==> src/hdl/stage_reg.sv <==
// ~~~~~~~~~~~~~~~~~~~~~~~~~~~~~~~~~~~~~~~~~~~~~~~~~~~~~~~~~~~~~~~~~~~~~~
// Valid/ready pipeline register
// ~~~~~~~~~~~~~~~~~~~~~~~~~~~~~~~~~~~~~~~~~~~~~~~~~~~~~~~~~~~~~~~~~~~~~~
module stage_reg #(
    parameter type payload_t = logic [31:0]
) (
    input  logic     clk,
    input  logic     reset,
    input  logic     flush_i,

    input  logic     in_valid_i,
    output logic     in_ready_o,
    input  payload_t in_data_i,

    output logic     out_valid_o,
    input  logic     out_ready_i,
    output payload_t out_data_o
);

    logic     valid_q;
    payload_t data_q;

    // accept when empty, or when the held item leaves this cycle
    // flush blocks any new entry
    assign in_ready_o  = !flush_i && (!valid_q || out_ready_i);
    assign out_valid_o = valid_q;
    assign out_data_o  = data_q;

    always_ff @(posedge clk) begin
        if (reset) begin
            valid_q <= 1'b0;
        end else if (flush_i) begin
            valid_q <= 1'b0;
        end else if (in_ready_o) begin
            valid_q <= in_valid_i;
        end
    end

    always_ff @(posedge clk) begin
        if (in_valid_i && in_ready_o) begin
            data_q <= in_data_i;
        end
    end

    // held item must not change until taken
    a_hold_stable: assert property (@(posedge clk) disable iff (reset)
        out_valid_o && !out_ready_i |=> $stable(out_data_o));

endmodule

==> config.mk <==
export PLATFORM = sky130hd
export DESIGN_NAME = stage_reg
export DESIGN_NICKNAME = d
export VERILOG_FILES = /design/src/hdl/stage_reg.sv
export SDC_FILE = /design/constraint.sdc
export NUM_CORES = 1
export LEC_CHECK = 0
export ABC_AREA = 1
export CORE_UTILIZATION = 50
export CTS_CLUSTER_SIZE = 40
export DETAILED_ROUTE_END_ITERATION = 10
export DONT_BUFFER_PORTS = 1
export PLACE_DENSITY = 0.75
export SYNTH_ARGS = -nofsm -noshare
export SYNTH_HDL_FRONTEND = slang
export SYNTH_SLANG_ARGS = --single-unit
==> constraint.sdc <==
create_clock -name clk -period 3.6 [get_ports clk]
set_clock_uncertainty 0.05 [all_clocks]
set_input_delay 1.08 -clock clk [delete_from_list [all_inputs] [get_ports clk]]
set_output_delay 1.08 -clock clk [all_outputs]
set_load 0.005 [all_outputs]
; ---- Word-level counts from Yosys, hierarchy flattened
; Index checks and enable logic that the tools add are counted.
[totals]
inputBits = 37
reg_bits = 33
out_inout_bits = 34
[classes]
reduce_logical = 6
[op_table]
columns = op, count
row1 = $logic_and 1x1->1, 2
row2 = $logic_not 1->1, 2
row3 = $reduce_or 2->1, 1
row4 = $logic_or 1x1->1, 1

; ---- Longest topological paths before layout
; Gate-level depths: netlist of run 1.
[depth]
word_depth = 4
depth_mapped = 4

; ---- Worst setup path before layout of run 1
; No wires, ideal clock.
[synth_path]
path_kind = input to output
start = input out_ready_i
end = output in_ready_o
cell_stages = 4
arrival_ns = 1.265
setup_slack_ns = 1.205
t_required_ns = 2.470
cell_sequence = inv_1 -> nand2_1 -> nand2_1 -> inv_1
[synth_via]
elab_chain_cells = 2
[synth_lines]
columns = item, line
row1 = start: declaration, 16  ; input logic out_ready_i,
row2 = $logic_or 1x1->1, 25  ; assign in_ready_o = !flush_i && (!valid_q || out_ready_i);
row3 = $logic_and 1x1->1, 25
row4 = end: declaration, 12  ; output logic in_ready_o,
; Every way passes these cells.

; ---- Worst setup path in the final report of run 1
; Ends and elaborated chain as after synthesis.

==> flow_summary.json, run 1 <==
{
  "final_layout_size_suffix_gt1_frac": 0.135,
  "drv_slew": 0,
  "powerDensity_mw_per_mm2": 582,
  "clk_pin_slew_worst_paths_ns": 0.08,
  "synthCells": 43,
  "synth_top_area_frac": 0.938,
  "ys_seq_elements": 33,
  "syn_avg_cell_area_um2": 23.8,
  "yosys_warnings": 0,
  "fmax_mhz": 413,
  "synthesis.area_mm2": 0.00102,
  "placedInstanceArea_mm2": 0.00108,
  "placementRows": 16,
  "worst_slew_pin_slew_ns": 0.653,
  "cp_cell_sequence": "inv_1 > nand2_1 > nand2_1 > inv_1",
  "ys_seq_area_frac": 0.957,
  "syn_nets": 80,
  "setup-tns-final_ns": 0,
  "port_buffers": 0,
  "r2r_slack_ns": 2.01,
  "ant_nets": 0,
  "ctsHoldBuffers": 0,
  "hold_viol_final": 0,
  "clockBufferDepth": 2,
  "arrival_ns": 1.29,
  "cp-end-kind": "primary output",
  "finalCriticalPeriod_ns": 2.42,
  "grt_pass1_wl_mm": 1.64,
  "cts-root-buf": "clkbuf_4",
  "htree_levels": 2,
  "antenna_cells": 0,
  "cpPeakStageDelay_ns": 0.06,
  "postCtsSetupRepairBufs": 0,
  "tritoncts": "done",
  "critPathMaxFanout": 2,
  "die_h_um": 47.3,
  "cp-start-kind": "input pin",
  "clock_latency_ns": 0.31,
  "run_status": "finished clean",
  "fin_crit_sh": 0.673,
  "grt_max_degree": 18,
  "clkSinkCount": 33,
  "synth.area.top_cells": "edfxtp_1 (94%), dfxtp_1 (2.0%), inv_1 (1.5%), nand2_1 (0.73%), or2_0 (0.61%)",
  "synthArstFlopShare": 0,
  "yosys.area.top_type": "edfxtp_1",
  "post-place-ws_ns": 1.18,
  "wl_per_cell_um": 17.4,
  "crit_family": "simple AND/OR/NAND/NOR gates",
  "required_ns": 2.47,
  "place_congestion": 0.613,
  "netlist_top_cells_count": "edfxtp_1 (32), inv_1 (4), nand2_1 (2)",
  "cts_buffers": 5,
  "drc_errors": 0,
  "slew_headroom": 0.564,
  "drv_cap": 0,
  "initial_core_util": 0.528,
  "worstHoldPathType": "flop to flop",
  "cp.depth": 4,
  "dieArea_mm2": 0.00223,
  "totalWireLength_mm": 1.38,
  "cts_resized": 0,
  "overflow": 0,
  "vias": 413,
  "rsz0062_at_grt": "false",
  "dr.pass1.iters": 4,
  "area_growth_pct": 11.0,
  "finalNetCount": 88,
  "crit_buf_inv": 2,
  "worstRegToRegCells": 4,
  "antenna_found_initial": 0,
  "grt_usage": 0.123,
  "synth_edf_count": 32,
  "ir_drop_mv": 0.344,
  "core-area_mm2": 0.00194,
  "dp_hpwl_mm": 1.01,
  "post-route-cell-area_mm2": 0.00114,
  "worst-setup-path-type": "input pin to primary output",
  "p_leak_nw": 0.383,
  "min_path_cells": 2,
  "first_iter_violations": 8,
  "setup_violations": 0,
  "synth-main-ff-cell": "edfxtp_1",
  "grt_pass1_vias": 359,
  "synth.most_common_cell": "edfxtp_1",
  "cp_slowest_cell": "nand2_1",
  "ioPinCount": 71,
  "die_x_um": 47.3,
  "synth_cell_types": 8,
  "timing.final.ws_setup_ns": 1.18,
  "via_per_inst": 5.23
}
[worst paths after layout]
path / from / to
hold / removal: out_valid_o$_SDFFE_PP0P_ / out_valid_o$_SDFFE_PP0P_
setup / recovery: out_ready_i / in_ready_o
hold reg to reg: out_valid_o$_SDFFE_PP0P_ / out_valid_o$_SDFFE_PP0P_
setup reg to reg: out_valid_o$_SDFFE_PP0P_ / out_data_o[21]$_DFFE_PP_
[through the flow]
step / util / power, mW / hold slack, ns / std cells
floorplan: - / 0.463 / 0.429 / 43
global placement: 0.555 / 0.469 / 0.441 / 71
detailed placement: 0.555 / 0.470 / 0.506 / 71
CTS: 0.586 / 0.671 / 0.519 / 79
global route: 0.586 / 0.692 / 0.558 / 79
finish: 0.586 / 0.661 / 0.512 / 79
[final cells by class]
cell class	count	area (µm²)
inverters	4	15.0
repair buffers	1	20.0
well taps	27	33.8
flip-flops and latches	33	981
fillers	147	805
multi-input cells	6	28.8
clock buffers	8	58.8
[placed cells by master, fill, tap and decap left out, types with 2 or more instances in the layout]
master / netlist / final
nand2_1: 2 / 2
clkbuf_4: 0 / 5
edfxtp_1: 32 / 32
inv_1: 4 / 4
clkbuf_1: 0 / 2
[tightest hold or removal path: cells and delay by family, from the launching register on]
| kind | cells | cell delay (ns) |
|---|---|---|
| flops | 1 | 0.34 |
| compound gates | 2 | 0.17 |
[cell families after synthesis]
family | synth area share
buf+inv | 0.0146
compound gates | 0.00976
flops | 0.957
simple gates | 0.0183
[report_power, final]
part | total [mW] | internal, mW | switching, mW
logic | 0.0124 | 0.00344 | 0.00898
clock network | 0.201 | 0.0963 | 0.104
registers | 0.449 | 0.441 | 0.00772
total | 0.661 | 0.541 | 0.121
[registers in the layout, indices dropped and copies added (netlist names)]
name,flops
out_valid_o,1
out_data_o,32
[metal layers]
layer | wire length (µm) | part of all wire | global-route usage | vias up
li1 | - | - | - | 177
met1 | 505 | 0.37 | 0.104 | 189
met2 | 663 | 0.48 | 0.175 | 47
met3 | 207 | 0.15 | 0.112 | 0
met4 | 0 | 0 | 0.103 | 0
met5 | 0 | 0 | 0 | -
No activity file was read; power rests on OpenSTA's default activity.
==> run 2, diff against run 1 <==
- clock period: 3.6 -> 2.3 ns (I/O delays scaled with it)
==> flow_summary.json, run 2 (synthesized netlist as in run 1, its figures left out) <==
{
  "rsz0062_at_grt": "false",
  "whs_ns": 0.418,
  "cts_buffers": 5,
  "required_ns": 1.56,
  "fin_crit_sh": 0.712,
  "grt_pass1_vias": 364,
  "setup-tns-final_ns": 0,
  "placedInstanceArea_mm2": 0.00107,
  "cts-root-buf": "clkbuf_4",
  "setup_violations": 0,
  "run_status": "finished clean",
  "hold_viol_final": 0,
  "die_h_um": 47.3,
  "drc_errors": 0,
  "clkSinkCount": 33,
  "cp-end-kind": "primary output",
  "final_layout_size_suffix_gt1_frac": 0.151,
  "drv_slew": 0,
  "wl_per_cell_um": 16.6,
  "finalCriticalPeriod_ns": 1.64,
  "cts_resized": 0,
  "totalWireLength_mm": 1.33,
  "grt_max_degree": 17,
  "place_congestion": 0.618,
  "slew_headroom": 0.869,
  "core-area_mm2": 0.00194,
  "antenna_cells": 0,
  "clk_pin_slew_worst_paths_ns": 0.09,
  "first_iter_violations": 5,
  "dr.pass1.iters": 4,
  "dp_hpwl_mm": 1.00,
  "area_growth_pct": 10.5,
  "arrival_ns": 0.90,
  "placementRows": 16,
  "worst_slew_pin_slew_ns": 0.196,
  "power.total_mw": 1.03,
  "ir_drop_mv": 0.532,
  "post-place-ws_ns": 0.665,
  "port_buffers": 0,
  "final_common_cell": "edfxtp_1",
  "ctsHoldBuffers": 0,
  "post-route-cell-area_mm2": 0.00113,
  "clock_latency_ns": 0.31,
  "postCtsSetupRepairBufs": 0,
  "die_x_um": 47.3,
  "grt_usage": 0.125,
  "ioPinCount": 71,
  "ant_nets": 0,
  "grt_pass1_wl_mm": 1.66,
  "htree_levels": 2,
  "via_per_inst": 5.24,
  "worstHoldPathType": "input pin to flop",
  "fmax_mhz": 611,
  "clockBufferDepth": 2,
  "largest_reg_flops": 32,
  "antenna_found_initial": 0,
  "p_leak_nw": 0.384,
  "critPathMaxFanout": 2,
  "timing.final.ws_setup_ns": 0.663,
  "powerDensity_mw_per_mm2": 911,
  "r2r_slack_ns": 1.12,
  "drv_cap": 0,
  "vias": 419,
  "initial_core_util": 0.528,
  "overflow": 0,
  "worst-setup-path-type": "input pin to primary output",
  "finalNetCount": 89,
  "tritoncts": "done",
  "cp-start-kind": "input pin",
  "mostFrequentLayoutCells": "edfxtp_1 (32), clkbuf_4 (5), inv_1 (4)",
  "dieArea_mm2": 0.00223
}
-- run 2: area by class of cell --
class / instances / area (µm²)
Clock buffer: 8 / 58.8
Fill cell: 151 / 810
Inverter: 4 / 15.0
Multi-Input combinational cell: 6 / 28.8
Sequential cell: 33 / 981
Tap cell: 27 / 33.8
Timing Repair Buffer: 2 / 15.0
-- run 2: layer usage --
metal,up-vias,track usage,part of all wire
met5,-,0,0
met4,0,0.103,0
met3,0,0.112,0.15
met2,47,0.178,0.50
met1,194,0.106,0.35
li1,178,-,-
-- run 2: report_power, final --
group          switching (mW)  internal [mW]  total, mW  leakage [nW]
registers              0.0121          0.690      0.702         0.308
clock network           0.161          0.151      0.312        0.0326
logic                  0.0134        0.00426     0.0177        0.0436
-- run 2: critical path, cell delays in order --
cell     delay (ns)
inv_1          0.05
nand2_1        0.06
nand2_1        0.06
inv_1          0.04
-- run 2: path summary, 6_finish.rpt --
kind	from	depth (start not counted)	end
min reg2reg	out_valid_o$_SDFFE_PP0P_	2	out_valid_o$_SDFFE_PP0P_
min	in_data_i[13]	0	out_data_o[13]$_DFFE_PP_
max reg2reg	out_valid_o$_SDFFE_PP0P_	4	out_data_o[29]$_DFFE_PP_
max	out_ready_i	4	in_ready_o
-- run 2: stage by stage --
stage / instances / util
floorplan: 43 / -
global placement: 72 / 0.553
detailed placement: 72 / 0.553
CTS: 80 / 0.583
global route: 80 / 0.583
finish: 80 / 0.583
